==> src/common/network_node_defs.svh <==
`ifndef NETWORK_NODE_DEFS_SVH
`define NETWORK_NODE_DEFS_SVH

// Datapath widths
`define NN_PDET_W       5
`define NN_RO_W         5
`define NN_WEIGHT_W     4
`define NN_ACC_W        8
`define NN_INTEG_W      16

// PI gains are unsigned fixed point
`define NN_KP_W         6
`define NN_KP_FRAC      5
`define NN_KI_W         8
`define NN_KI_FRAC      7
`define NN_KP_DEFAULT   9       // 9/32
`define NN_KI_DEFAULT   1       // 1/128

// Oscillator centre frequency in accumulator steps per fpga cycle
`define NN_BIAS         15

// Scales the weighted error sum back towards the detector range
`define NN_COMB_SHIFT   2

`endif

==> src/common/network_node_pkg.sv <==
`include "network_node_defs.svh"

package network_node_pkg;

    typedef logic signed [`NN_PDET_W-1:0] phase_err_t;   // Signed count of fpga cycles
    typedef logic signed [`NN_RO_W-1:0]   ctrl_code_t;
    typedef logic        [`NN_RO_W:0]     freq_word_t;   // One bit wider than the code
    typedef logic        [`NN_WEIGHT_W-1:0] weight_t;

    typedef logic [`NN_KP_W-1:0] kp_t;
    typedef logic [`NN_KI_W-1:0] ki_t;

    // Which edge of the pair arrived first
    typedef enum logic [1:0] {
        IDLE,
        REF_FIRST,
        GEN_FIRST
    } pd_state_e;

    // Four-phase gain load
    typedef enum logic {
        WAIT_REQ,
        HOLD_ACK
    } gain_state_e;

endpackage

==> src/phase_detector/phase_detector.sv <==
`include "network_node_defs.svh"

module phase_detector (
    input  logic                         fpga_clk_i,
    input  logic                         rst_i,
    input  logic                         reference_i,
    input  logic                         generated_i,
    output network_node_pkg::phase_err_t pd_error_o
);
    import network_node_pkg::*;

    localparam int CNT_W   = `NN_PDET_W;
    localparam int CNT_SAT = 2 ** (`NN_PDET_W - 1);   // Magnitude of the most negative error
    localparam int POS_MAX = CNT_SAT - 1;

    pd_state_e        state_q;
    logic             ref_q;
    logic             gen_q;
    logic             ref_rise;
    logic             gen_rise;
    logic [CNT_W-1:0] cnt_q;
    logic [CNT_W-1:0] cnt_inc;
    phase_err_t       pos_err;
    phase_err_t       neg_err;
    phase_err_t       err_q;

    assign ref_rise = reference_i & ~ref_q;
    assign gen_rise = generated_i & ~gen_q;

    assign cnt_inc = (cnt_q == CNT_W'(CNT_SAT)) ? cnt_q : cnt_q + 1'b1;

    // Generated edge first gives a positive error
    assign pos_err = (cnt_q > CNT_W'(POS_MAX)) ? phase_err_t'(POS_MAX) : phase_err_t'(cnt_q);
    assign neg_err = phase_err_t'(-cnt_q);

    assign pd_error_o = err_q;

    always_ff @(posedge fpga_clk_i) begin
        if (rst_i) begin
            state_q <= IDLE;
            ref_q   <= 1'b0;
            gen_q   <= 1'b0;
            cnt_q   <= '0;
            err_q   <= '0;
        end else begin
            ref_q <= reference_i;
            gen_q <= generated_i;
            case (state_q)
                IDLE: begin
                    if (ref_rise && gen_rise) begin
                        err_q <= '0;                // Edges coincide
                    end else if (ref_rise) begin
                        state_q <= REF_FIRST;
                        cnt_q   <= CNT_W'(1);
                    end else if (gen_rise) begin
                        state_q <= GEN_FIRST;
                        cnt_q   <= CNT_W'(1);
                    end
                end
                REF_FIRST: begin
                    if (gen_rise) begin
                        err_q   <= neg_err;
                        state_q <= IDLE;
                    end else begin
                        cnt_q <= cnt_inc;
                    end
                end
                GEN_FIRST: begin
                    if (ref_rise) begin
                        err_q   <= pos_err;
                        state_q <= IDLE;
                    end else begin
                        cnt_q <= cnt_inc;
                    end
                end
                default: state_q <= IDLE;
            endcase
        end
    end

endmodule

==> src/verilog/error_combiner.sv <==
`include "network_node_defs.svh"

module error_combiner (
    input  network_node_pkg::weight_t    weight_0_i,
    input  network_node_pkg::weight_t    weight_1_i,
    input  network_node_pkg::weight_t    weight_2_i,
    input  network_node_pkg::weight_t    weight_3_i,
    input  network_node_pkg::phase_err_t error_0_i,
    input  network_node_pkg::phase_err_t error_1_i,
    input  network_node_pkg::phase_err_t error_2_i,
    input  network_node_pkg::phase_err_t error_3_i,
    output network_node_pkg::phase_err_t error_comb_o
);
    import network_node_pkg::*;

    localparam int PROD_W  = `NN_WEIGHT_W + 1 + `NN_PDET_W;
    localparam int SUM_W   = PROD_W + 2;                    // Room for four products
    localparam int ERR_MAX = 2 ** (`NN_PDET_W - 1) - 1;
    localparam int ERR_MIN = -(2 ** (`NN_PDET_W - 1));

    weight_t                  weight [4];
    phase_err_t               error  [4];
    logic signed [PROD_W-1:0] prod   [4];
    logic signed [SUM_W-1:0]  sum;
    logic signed [SUM_W-1:0]  shifted;

    assign weight[0] = weight_0_i;
    assign weight[1] = weight_1_i;
    assign weight[2] = weight_2_i;
    assign weight[3] = weight_3_i;
    assign error[0]  = error_0_i;
    assign error[1]  = error_1_i;
    assign error[2]  = error_2_i;
    assign error[3]  = error_3_i;

    always_comb begin
        sum = '0;
        for (int i = 0; i < 4; i++) begin
            prod[i] = $signed({1'b0, weight[i]}) * error[i];   // Weight is unsigned
            sum     = sum + SUM_W'(prod[i]);
        end
        shifted = sum >>> `NN_COMB_SHIFT;

        if (shifted > ERR_MAX) begin
            error_comb_o = phase_err_t'(ERR_MAX);
        end else if (shifted < ERR_MIN) begin
            error_comb_o = phase_err_t'(ERR_MIN);
        end else begin
            error_comb_o = phase_err_t'(shifted);
        end
    end

endmodule

==> src/loop_filter/loop_filter.sv <==
`include "network_node_defs.svh"

module loop_filter (
    input  logic                         fpga_clk_i,
    input  logic                         rst_i,
    input  logic                         update_i,
    input  network_node_pkg::phase_err_t error_i,
    input  logic                         gain_req_i,
    input  network_node_pkg::kp_t        kp_i,
    input  network_node_pkg::ki_t        ki_i,
    output logic                         gain_ack_o,
    output network_node_pkg::ctrl_code_t dco_cc_o
);
    import network_node_pkg::*;

    localparam int P_W       = `NN_KP_W + 1 + `NN_PDET_W;
    localparam int I_W       = `NN_KI_W + 1 + `NN_PDET_W;
    localparam int INTEG_W   = `NN_INTEG_W;
    localparam int SUM_W     = INTEG_W + 1;
    localparam int INTEG_MAX = 2 ** (INTEG_W - 1) - 1;
    localparam int INTEG_MIN = -(2 ** (INTEG_W - 1));
    localparam int CC_MAX    = 2 ** (`NN_RO_W - 1) - 1;
    localparam int CC_MIN    = -(2 ** (`NN_RO_W - 1));

    gain_state_e               gain_state_q;
    kp_t                       kp_q;
    ki_t                       ki_q;
    logic signed [I_W-1:0]     i_prod;
    logic signed [INTEG_W:0]   integ_sum;
    logic signed [INTEG_W-1:0] integ_next;
    logic signed [INTEG_W-1:0] integ_q;
    logic signed [P_W-1:0]     p_prod;
    logic signed [SUM_W-1:0]   pi_sum;
    ctrl_code_t                cc_next;
    ctrl_code_t                cc_q;

    always_comb begin
        i_prod    = $signed({1'b0, ki_q}) * error_i;
        integ_sum = (INTEG_W + 1)'(integ_q) + (INTEG_W + 1)'(i_prod);
        if (integ_sum > INTEG_MAX) begin
            integ_next = INTEG_W'(INTEG_MAX);
        end else if (integ_sum < INTEG_MIN) begin
            integ_next = INTEG_W'(INTEG_MIN);
        end else begin
            integ_next = integ_sum[INTEG_W-1:0];
        end

        // Proportional term plus the freshly updated integrator
        p_prod = $signed({1'b0, kp_q}) * error_i;
        pi_sum = SUM_W'(p_prod >>> `NN_KP_FRAC) + SUM_W'(integ_next >>> `NN_KI_FRAC);
        if (pi_sum > CC_MAX) begin
            cc_next = ctrl_code_t'(CC_MAX);
        end else if (pi_sum < CC_MIN) begin
            cc_next = ctrl_code_t'(CC_MIN);
        end else begin
            cc_next = ctrl_code_t'(pi_sum);
        end
    end

    assign dco_cc_o = cc_q;

    always_ff @(posedge fpga_clk_i) begin
        if (rst_i) begin
            gain_state_q <= WAIT_REQ;
            gain_ack_o   <= 1'b0;
            kp_q         <= kp_t'(`NN_KP_DEFAULT);
            ki_q         <= ki_t'(`NN_KI_DEFAULT);
            integ_q      <= '0;
            cc_q         <= '0;
        end else begin
            case (gain_state_q)
                WAIT_REQ: begin
                    if (gain_req_i) begin
                        kp_q         <= kp_i;       // Held stable by the requester
                        ki_q         <= ki_i;
                        gain_ack_o   <= 1'b1;
                        gain_state_q <= HOLD_ACK;
                    end
                end
                HOLD_ACK: begin
                    if (!gain_req_i) begin
                        gain_ack_o   <= 1'b0;
                        gain_state_q <= WAIT_REQ;
                    end
                end
                default: gain_state_q <= WAIT_REQ;
            endcase

            if (update_i) begin
                integ_q <= integ_next;
                cc_q    <= cc_next;
            end
        end
    end

endmodule

==> src/verilog/dco.sv <==
`include "network_node_defs.svh"

module dco (
    input  logic                         fpga_clk_i,
    input  logic                         rst_i,
    input  logic                         enable_i,
    input  network_node_pkg::ctrl_code_t dco_cc_i,
    output logic                         gen_clk_o,
    output logic                         gen_div8_o,
    output logic                         div_tick_o
);
    import network_node_pkg::*;

    localparam int DIFF_W   = `NN_RO_W + 3;
    localparam int FREQ_MAX = 2 ** (`NN_RO_W + 1) - 1;
    localparam int MSB      = `NN_ACC_W - 1;

    logic signed [DIFF_W-1:0] freq_diff;
    freq_word_t               freq_clamp;
    freq_word_t               freq_q;
    logic [`NN_ACC_W-1:0]     acc_q;
    logic [`NN_ACC_W-1:0]     acc_next;
    logic                     gen_rise;
    logic [1:0]               edge_cnt_q;
    logic                     div8_q;
    logic                     tick_q;

    // Higher code means a slower clock
    assign freq_diff = DIFF_W'(`NN_BIAS) - DIFF_W'(dco_cc_i);

    always_comb begin
        if (freq_diff < 0) begin
            freq_clamp = '0;
        end else if (freq_diff > FREQ_MAX) begin
            freq_clamp = freq_word_t'(FREQ_MAX);
        end else begin
            freq_clamp = freq_word_t'(freq_diff);
        end
    end

    assign acc_next = acc_q + `NN_ACC_W'(freq_q);
    assign gen_rise = acc_next[MSB] & ~acc_q[MSB];   // MSB about to go high

    assign gen_clk_o  = acc_q[MSB];
    assign gen_div8_o = div8_q;
    assign div_tick_o = tick_q;

    always_ff @(posedge fpga_clk_i) begin
        if (rst_i) begin
            freq_q     <= freq_word_t'(`NN_BIAS);
            acc_q      <= '0;
            edge_cnt_q <= '0;
            div8_q     <= 1'b0;
            tick_q     <= 1'b0;
        end else begin
            freq_q <= freq_clamp;
            tick_q <= 1'b0;
            if (enable_i) begin
                acc_q <= acc_next;
                if (gen_rise) begin
                    edge_cnt_q <= edge_cnt_q + 1'b1;
                    if (edge_cnt_q == 2'd3) begin
                        div8_q <= ~div8_q;
                        tick_q <= ~div8_q;  // Only on the divided rising edge
                    end
                end
            end
        end
    end

endmodule

==> src/verilog/network_node.sv <==
module network_node (
    input  logic                         fpga_clk_i,
    input  logic                         rst_i,
    input  logic                         enable_i,
    input  logic                         ref_left_i,
    input  logic                         ref_above_i,
    input  logic                         gain_req_i,
    input  network_node_pkg::phase_err_t error_right_i,
    input  network_node_pkg::phase_err_t error_bottom_i,
    input  network_node_pkg::weight_t    weight_left_i,
    input  network_node_pkg::weight_t    weight_above_i,
    input  network_node_pkg::weight_t    weight_right_i,
    input  network_node_pkg::weight_t    weight_below_i,
    input  network_node_pkg::kp_t        kp_i,
    input  network_node_pkg::ki_t        ki_i,
    output logic                         gain_ack_o,
    output logic                         gen_clk_o,
    output logic                         gen_div8_o,
    output network_node_pkg::phase_err_t error_left_o,
    output network_node_pkg::phase_err_t error_above_o,
    output network_node_pkg::ctrl_code_t dco_cc_o
);
    import network_node_pkg::*;

    phase_err_t error_comb;
    logic       div_tick;

    phase_detector pdet_left (
        .fpga_clk_i  (fpga_clk_i),
        .rst_i       (rst_i),
        .reference_i (ref_left_i),
        .generated_i (gen_div8_o),
        .pd_error_o  (error_left_o)
    );

    phase_detector pdet_above (
        .fpga_clk_i  (fpga_clk_i),
        .rst_i       (rst_i),
        .reference_i (ref_above_i),
        .generated_i (gen_div8_o),
        .pd_error_o  (error_above_o)
    );

    // Own detectors first, then the errors reported by the neighbours
    error_combiner u_error_combiner (
        .weight_0_i   (weight_above_i),
        .weight_1_i   (weight_left_i),
        .weight_2_i   (weight_right_i),
        .weight_3_i   (weight_below_i),
        .error_0_i    (error_above_o),
        .error_1_i    (error_left_o),
        .error_2_i    (error_right_i),
        .error_3_i    (error_bottom_i),
        .error_comb_o (error_comb)
    );

    loop_filter u_loop_filter (
        .fpga_clk_i (fpga_clk_i),
        .rst_i      (rst_i),
        .update_i   (div_tick),
        .error_i    (error_comb),
        .gain_req_i (gain_req_i),
        .kp_i       (kp_i),
        .ki_i       (ki_i),
        .gain_ack_o (gain_ack_o),
        .dco_cc_o   (dco_cc_o)
    );

    dco u_dco (
        .fpga_clk_i (fpga_clk_i),
        .rst_i      (rst_i),
        .enable_i   (enable_i),
        .dco_cc_i   (dco_cc_o),
        .gen_clk_o  (gen_clk_o),
        .gen_div8_o (gen_div8_o),
        .div_tick_o (div_tick)
    );

endmodule

==> config.mk <==
export PLATFORM = sky130hd
export DESIGN_NAME = network_node
export DESIGN_NICKNAME = d
export VERILOG_FILES = /design/src/common/network_node_pkg.sv /design/src/phase_detector/phase_detector.sv /design/src/verilog/error_combiner.sv /design/src/loop_filter/loop_filter.sv /design/src/verilog/dco.sv /design/src/verilog/network_node.sv
export VERILOG_INCLUDE_DIRS = /design/src /design/src/common
export SDC_FILE = /design/constraint.sdc
export NUM_CORES = 1
export LEC_CHECK = 0
export BUFFER_PORTS_ARGS = -buffer_cell sky130_fd_sc_hd__buf_2
export CORE_UTILIZATION = 48
export CTS_BUF_LIST = sky130_fd_sc_hd__clkbuf_2 sky130_fd_sc_hd__clkbuf_4 sky130_fd_sc_hd__clkbuf_8
export DETAILED_ROUTE_END_ITERATION = 12
export GPL_ROUTABILITY_DRIVEN = 0
export PLACE_DENSITY = 0.76
export SYNTH_ARGS = -nofsm -noshare
export SYNTH_HDL_FRONTEND = slang
export SYNTH_SLANG_ARGS = --single-unit
==> constraint.sdc <==
create_clock -name fpga_clk_i -period 12.77 [get_ports fpga_clk_i]
set_clock_uncertainty 0.05 [all_clocks]
set_input_delay 0.6385 -clock fpga_clk_i [delete_from_list [all_inputs] [get_ports fpga_clk_i]]
set_output_delay 0.6385 -clock fpga_clk_i [all_outputs]
set_load 0.1 [all_outputs]
==> impl_metrics.env, run 1 <==
export IMPL_ys_ff_latch=81
export IMPL_cts_root_buf="clkbuf_8"
export IMPL_grt_max_degree=73
export IMPL_clock_path_buffers=2
export IMPL_slew_viol_final=0
export IMPL_reg2reg_depth=47
export IMPL_r2r_start="pdet_left.pd_error_o[4]$_SDFFE_PP0P_"
export IMPL_fin_util=0.561
export IMPL_min_period_over_period=0.978
export IMPL_final_cell_count_no_fill=1675
export IMPL_nFillCells=2030
export IMPL_drtIter0Drc=419
export IMPL_synthXorXnorAreaFrac=0.0343
export IMPL_synth_main_ff_cell="dfxtp_1"
export IMPL_crit_path_top_delay_cell="or4b_2"
export IMPL_ctsHoldBuffers=0
export IMPL_syn_area_per_cell_um2=8.75
export IMPL_fp_row_count=55
export IMPL_grt_overflow=0
export IMPL_final_nets=1720
export IMPL_antenna_found_initial=0
export IMPL_min_to="u_loop_filter.kp_q[3]$_SDFFE_PP1P_"
export IMPL_min_delay_start="kp_i[3]"
export IMPL_dieArea_um2=23700
export IMPL_clk_latency_ns=0.39
export IMPL_arrival_ns=12.69
export IMPL_hold_violations=0
export IMPL_worstPathRequired_ns=12.97
export IMPL_via_count=9027
export IMPL_wl_per_cell_um=14.9
export IMPL_final_cell_area_um2=12700
export IMPL_synth_edf_count=0
export IMPL_async_flop_share=0
export IMPL_track_usage=0.219
export IMPL_die_w_um=154
export IMPL_path_class="in -> reg"
export IMPL_synth_top_family_by_area="adder cells"
export IMPL_finalSetupViolCount=0
export IMPL_drc_errors=0
export IMPL_die_height_um=154
export IMPL_drt_wl_total_um=25000
export IMPL_cp_top_family="adder cells"
export IMPL_yosys_warnings=0
export IMPL_crit_path_max_incr_delay_ns=0.67
export IMPL_grt_pass1_wl_um=41900
export IMPL_clock_sinks=81
export IMPL_syn_area_um2=11100
export IMPL_max_slew_margin_rel=0.338
export IMPL_synthAdderAreaFrac=0.410
export IMPL_antenna_cells=0
export IMPL_rr_endpoint="u_loop_filter.dco_cc_o[1]$_SDFFE_PP0P_"
export IMPL_cpMostUsedCell="fa_1"
export IMPL_synth_most_common_cell="inv_1"
export IMPL_io_pins=64
export IMPL_maxCapViolations=0
export IMPL_core_um2=22600
export IMPL_period_minus_slack_ns=12.49
export IMPL_syn_inst=1267
export IMPL_cp_num_cells=48
export IMPL_syn_num_nets=1602
export IMPL_ys_top_cells_by_area="fa_1 22%, ha_1 19%, dfxtp_1 15%"
export IMPL_numCtsBuffers=9
export IMPL_yosys_area_share_simple=0.184
export IMPL_numPortBuffers=63
export IMPL_holdWs_ns=0.398
export IMPL_path_buf_inv=9
export IMPL_tightestPinTransition_ns=0.993
export IMPL_synthMuxAreaShare=0.0181
export IMPL_synth_compound_area_share=0.127
export IMPL_synthTopCellsByCount="198 x inv_1, 165 x ha_1, 124 x fa_1, 108 x nor2_1, 92 x nand2_1"
export IMPL_grt_pass1_vias=8910
export IMPL_clkTransAtPathRegs_ns=0.10
export IMPL_synth_top_area_cell="fa_1"
export IMPL_critPathCaptureType="register"
export IMPL_rrSetupSlack_ns=0.33
export IMPL_min_path_type="in -> reg"
export IMPL_fmaxAchievable_ghz=0.0801
export IMPL_place_area_um2=12100
export IMPL_cts_tree="yes"
export IMPL_crit_fanout=8
export IMPL_whs_path_depth=2
export IMPL_synth_top_cell_area_share=0.224
export IMPL_synth_distinct_cells=77
export IMPL_ctsHtreeMaxLevel=3
export IMPL_firstDrtPassIters=5
export IMPL_viasPerCell=5.39
export IMPL_initial_core_util=0.489
export IMPL_dp_cells=1647
export IMPL_hpwl_um=20200
export IMPL_drtAntennaViolNets=0
export IMPL_startpoint_type="primary input"
export IMPL_seq_area_frac_synth=0.146
export IMPL_status="complete, no violations"
export IMPL_drive_gt1_frac=0.167
export IMPL_area_growth_pct=14.7
-- per-stage QoR --
stage	setup TNS [ns]	setup slack [ns]
finish	0	0.279
global route	-0.584	-0.191
CTS	0	0.00646
detailed placement	-1.31	-0.336
floorplan	0	0.0134
global placement	-0.444	-0.126
-- timing repair --
item                                    4_1_cts  5_1_grt
resized for setup                             0       53
endpoints found under the setup margin        0        5
setup buffers                                 0       12
-- placed cells by master, fill, tap and decap left out, types with 19 or more instances in the layout --
cell	instances
xnor2_1	20
nand3_1	19
nor2_1	108
fa_1	119
buf_4	77
nand2_1	90
buf_2	63
and2_1	76
inv_1	192
mux2i_1	19
dfxtp_1	74
ha_1	159
nand2b_1	27
o21ai_0	28
nor2b_1	23
a21oi_1	54
-- area by class of cell --
cell class	count	area, µm²	area share
repair buffers	141	905	0.0712
clock inverters	6	95.1	0.00748
clock buffers	10	138	0.0108
well taps	285	357	0.0281
flip-flops and latches	81	1640	0.129
multi-input cells	954	8840	0.695
inverters	198	743	0.0585
-- state kept, by name (all words and copies together) (netlist names) --
| signal | flops |
|---|---|
| u_loop_filter.gain_ack_o | 1 |
| pdet_left.ref_q | 1 |
| u_dco.freq_q | 5 |
| u_dco.gen_div8_o | 1 |
| u_loop_filter.integ_q | 16 |
| pdet_above.cnt_q | 5 |
| u_loop_filter.kp_q | 6 |
| u_loop_filter.dco_cc_o | 5 |
| u_dco.div_tick_o | 1 |
| pdet_left.state_q | 2 |
| u_loop_filter.ki_q | 8 |
| u_loop_filter.gain_state_q | 1 |
| pdet_above.pd_error_o | 5 |
| pdet_above.ref_q | 1 |
| pdet_left.pd_error_o | 5 |
| pdet_left.cnt_q | 5 |
| u_dco.acc_q | 8 |
| pdet_above.state_q | 2 |
| u_dco.edge_cnt_q | 2 |
| pdet_left.gen_q | 1 |
-- worst max-delay path by stage --
stage | startpoint | endpoint | slack [ns]
4_1_cts | pdet_above.pd_error_o[4]$_SDFFE_PP0P_ | u_loop_filter.dco_cc_o[2]$_SDFFE_PP0P_ | 0.006
3_3_place_gp | weight_above_i[1] | u_loop_filter.dco_cc_o[0]$_SDFFE_PP0P_ | -0.13
3_5_place_dp | weight_above_i[1] | u_loop_filter.dco_cc_o[0]$_SDFFE_PP0P_ | -0.34
6_report | weight_right_i[1] | u_loop_filter.dco_cc_o[1]$_SDFFE_PP0P_ | 0.28
2_1_floorplan | weight_above_i[1] | u_loop_filter.dco_cc_o[1]$_SDFFE_PP0P_ | 0.01
5_1_grt | weight_right_i[1] | u_loop_filter.dco_cc_o[1]$_SDFFE_PP0P_ | -0.19
-- routing by layer --
layer | track usage | vias up | part of all wire
met4 | 0.0829 | 0 | 0.029
met3 | 0.0220 | 45 | 0.031
li1 | - | 4412 | -
met2 | 0.393 | 177 | 0.51
met1 | 0.269 | 4393 | 0.43
met5 | 0 | - | 0
-- cells by family after synthesis --
logic type | count (synthesis)
buffers and inverters | 232
AND/OR/NAND/NOR | 402
multiplexers | 20
adder cells (fa/ha/maj) | 289
AO/OA/AOI/OAI | 202
flip-flops | 81
XOR/XNOR | 41
Power of run 1 is left out: the tool's default activity adds up to more than one toggle a clock period on the data nets, which glitch-free logic cannot reach.
==> inputs of run 2 (changes only) <==
Settings changed: CORE_UTILIZATION 48 to 59, PLACE_DENSITY 0.76 to 0.89.
==> run 2 against run 1 <==
Net effect: the flow now finishes with violations (design-rule violations); hold slack worse by 0.023 ns; flip-flop and latch count unchanged; wire length up 18%.
==> impl_metrics.env, run 2 (synthesis gave the netlist of run 1 again) <==
export IMPL_dp_cells=1593
export IMPL_path_class="in -> reg"
export IMPL_final_common_cell="inv_1"
export IMPL_cpMostUsedCell="fa_1"
export IMPL_min_path_type="reg -> reg"
export IMPL_final_nets=1721
export IMPL_violations="design-rule violations"
export IMPL_numCtsBuffers=9
export IMPL_die_height_um=139
export IMPL_antenna_found_initial=0
export IMPL_cts_root_buf="clkbuf_8"
export IMPL_crit_path_top_delay_cell="fa_1"
export IMPL_via_count=9776
export IMPL_critPathCaptureType="register"
export IMPL_dieArea_um2=19300
export IMPL_grt_overflow=0
export IMPL_clock_sinks=81
export IMPL_crit_fanout=5
export IMPL_antenna_cells=0
export IMPL_ctsHoldBuffers=0
export IMPL_reg_top3="u_loop_filter.integ_q (16), u_dco.acc_q (8), u_loop_filter.ki_q (8)"
export IMPL_maxCapViolations=0
export IMPL_final_cell_count_no_fill=1620
export IMPL_core_um2=18200
export IMPL_mostFrequentLayoutCells="187 x inv_1, 155 x ha_1, 116 x fa_1"
export IMPL_io_pins=64
export IMPL_firstDrtPassIters=11
export IMPL_drc_errors=5
export IMPL_tightestPinTransition_ns=1.01
export IMPL_hpwl_um=22100
export IMPL_drive_gt1_frac=0.180
export IMPL_arrival_ns=12.88
export IMPL_slew_viol_final=0
export IMPL_area_growth_pct=14.2
export IMPL_fmaxAchievable_ghz=0.0787
export IMPL_drtAntennaViolNets=0
export IMPL_cts_tree="yes"
export IMPL_min_period_over_period=0.995
export IMPL_clk_latency_ns=0.38
export IMPL_die_w_um=139
export IMPL_clkTransAtPathRegs_ns=0.11
export IMPL_finalSetupViolCount=0
export IMPL_ctsHtreeMaxLevel=3
export IMPL_initial_core_util=0.609
export IMPL_drtIter0Drc=801
export IMPL_clock_path_buffers=2
export IMPL_largest_reg_flops=16
export IMPL_regMostFlops="u_loop_filter.integ_q"
export IMPL_crit_path_max_incr_delay_ns=0.58
export IMPL_drt_wl_total_um=29500
export IMPL_grt_pass1_vias=9886
export IMPL_hold_violations=0
export IMPL_max_slew_margin_rel=0.328
export IMPL_grt_max_degree=73
export IMPL_worstPathRequired_ns=12.95
export IMPL_startpoint_type="primary input"
export IMPL_period_minus_slack_ns=12.70
export IMPL_viasPerCell=6.03
export IMPL_status="finished, violations left"
export IMPL_wl_per_cell_um=18.2
export IMPL_numPortBuffers=63
export IMPL_fp_row_count=49
export IMPL_grt_pass1_wl_um=47300
export IMPL_track_usage=0.304
[run 2: per-stage QoR]
stage                util  hold slack [ns]  setup slack (ns)  cell area, µm²  TNS (ns)
floorplan               -            0.375            0.0134           11100         0
global placement    0.663            0.359           -0.0987           12100    -0.322
detailed placement  0.663            0.357            -0.478           12100     -2.05
CTS                 0.682            0.376           0.00330           12400         0
global route        0.695            0.405            -0.225           12600    -0.770
finish              0.695            0.376            0.0651           12600         0
[run 2: path summary, 6_finish.rpt]
| path | startpoint | to | slack, ns | cells past startpoint |
|---|---|---|---|---|
| worst max-delay path | weight_above_i[1] | u_loop_filter.dco_cc_o[1]$_SDFFE_PP0P_ | 0.07 | 51 |
| worst min-delay path | u_loop_filter.dco_cc_o[1]$_SDFFE_PP0P_ | u_dco.freq_q[1]$_SDFF_PP1_ | 0.38 | 1 |
| worst max register to register | pdet_above.pd_error_o[4]$_SDFFE_PP0P_ | u_loop_filter.dco_cc_o[1]$_SDFFE_PP0P_ | 0.08 | 50 |
| worst min register to register | u_loop_filter.dco_cc_o[1]$_SDFFE_PP0P_ | u_dco.freq_q[1]$_SDFF_PP1_ | 0.38 | 1 |
[run 2: worst max-delay path, delay by kind of cell]
kind	cells	cell delay, ns
buffers and inverters	13	1.16
XOR/XNOR	2	0.43
AO/OA/AOI/OAI	12	2.55
adder cells (fa/ha/maj)	14	6.59
AND/OR/NAND/NOR	10	1.51
[run 2: what timing repair did]
| action | CTS | global route |
|---|---|---|
| pin swaps | 22 | 59 |
| gates resized for setup | 23 | 54 |
| setup endpoints to repair | 4 | 5 |
| buffers inserted | 7 | 5 |
[run 2: cell type report]
class | instances | area [µm²]
clock buffers | 9 | 124
repair buffers | 142 | 923
clock inverters | 7 | 61.3
flip-flops and latches | 81 | 1640
fillers | 1196 | 5560
inverters | 198 | 746
well taps | 229 | 287
multi-input cells | 954 | 8870
[run 2: per-layer routing]
| layer | track usage | wire [µm] | up-vias | part of all wire |
|---|---|---|---|---|
| met5 | 0 | 0 | - | 0 |
| met4 | 0.154 | 1650 | 0 | 0.056 |
| met3 | 0.0435 | 2010 | 166 | 0.068 |
| met2 | 0.528 | 14400 | 535 | 0.49 |
| met1 | 0.367 | 11400 | 4671 | 0.39 |
| li1 | - | - | 4404 | - |
Power of run 2 is left out for the same reason.
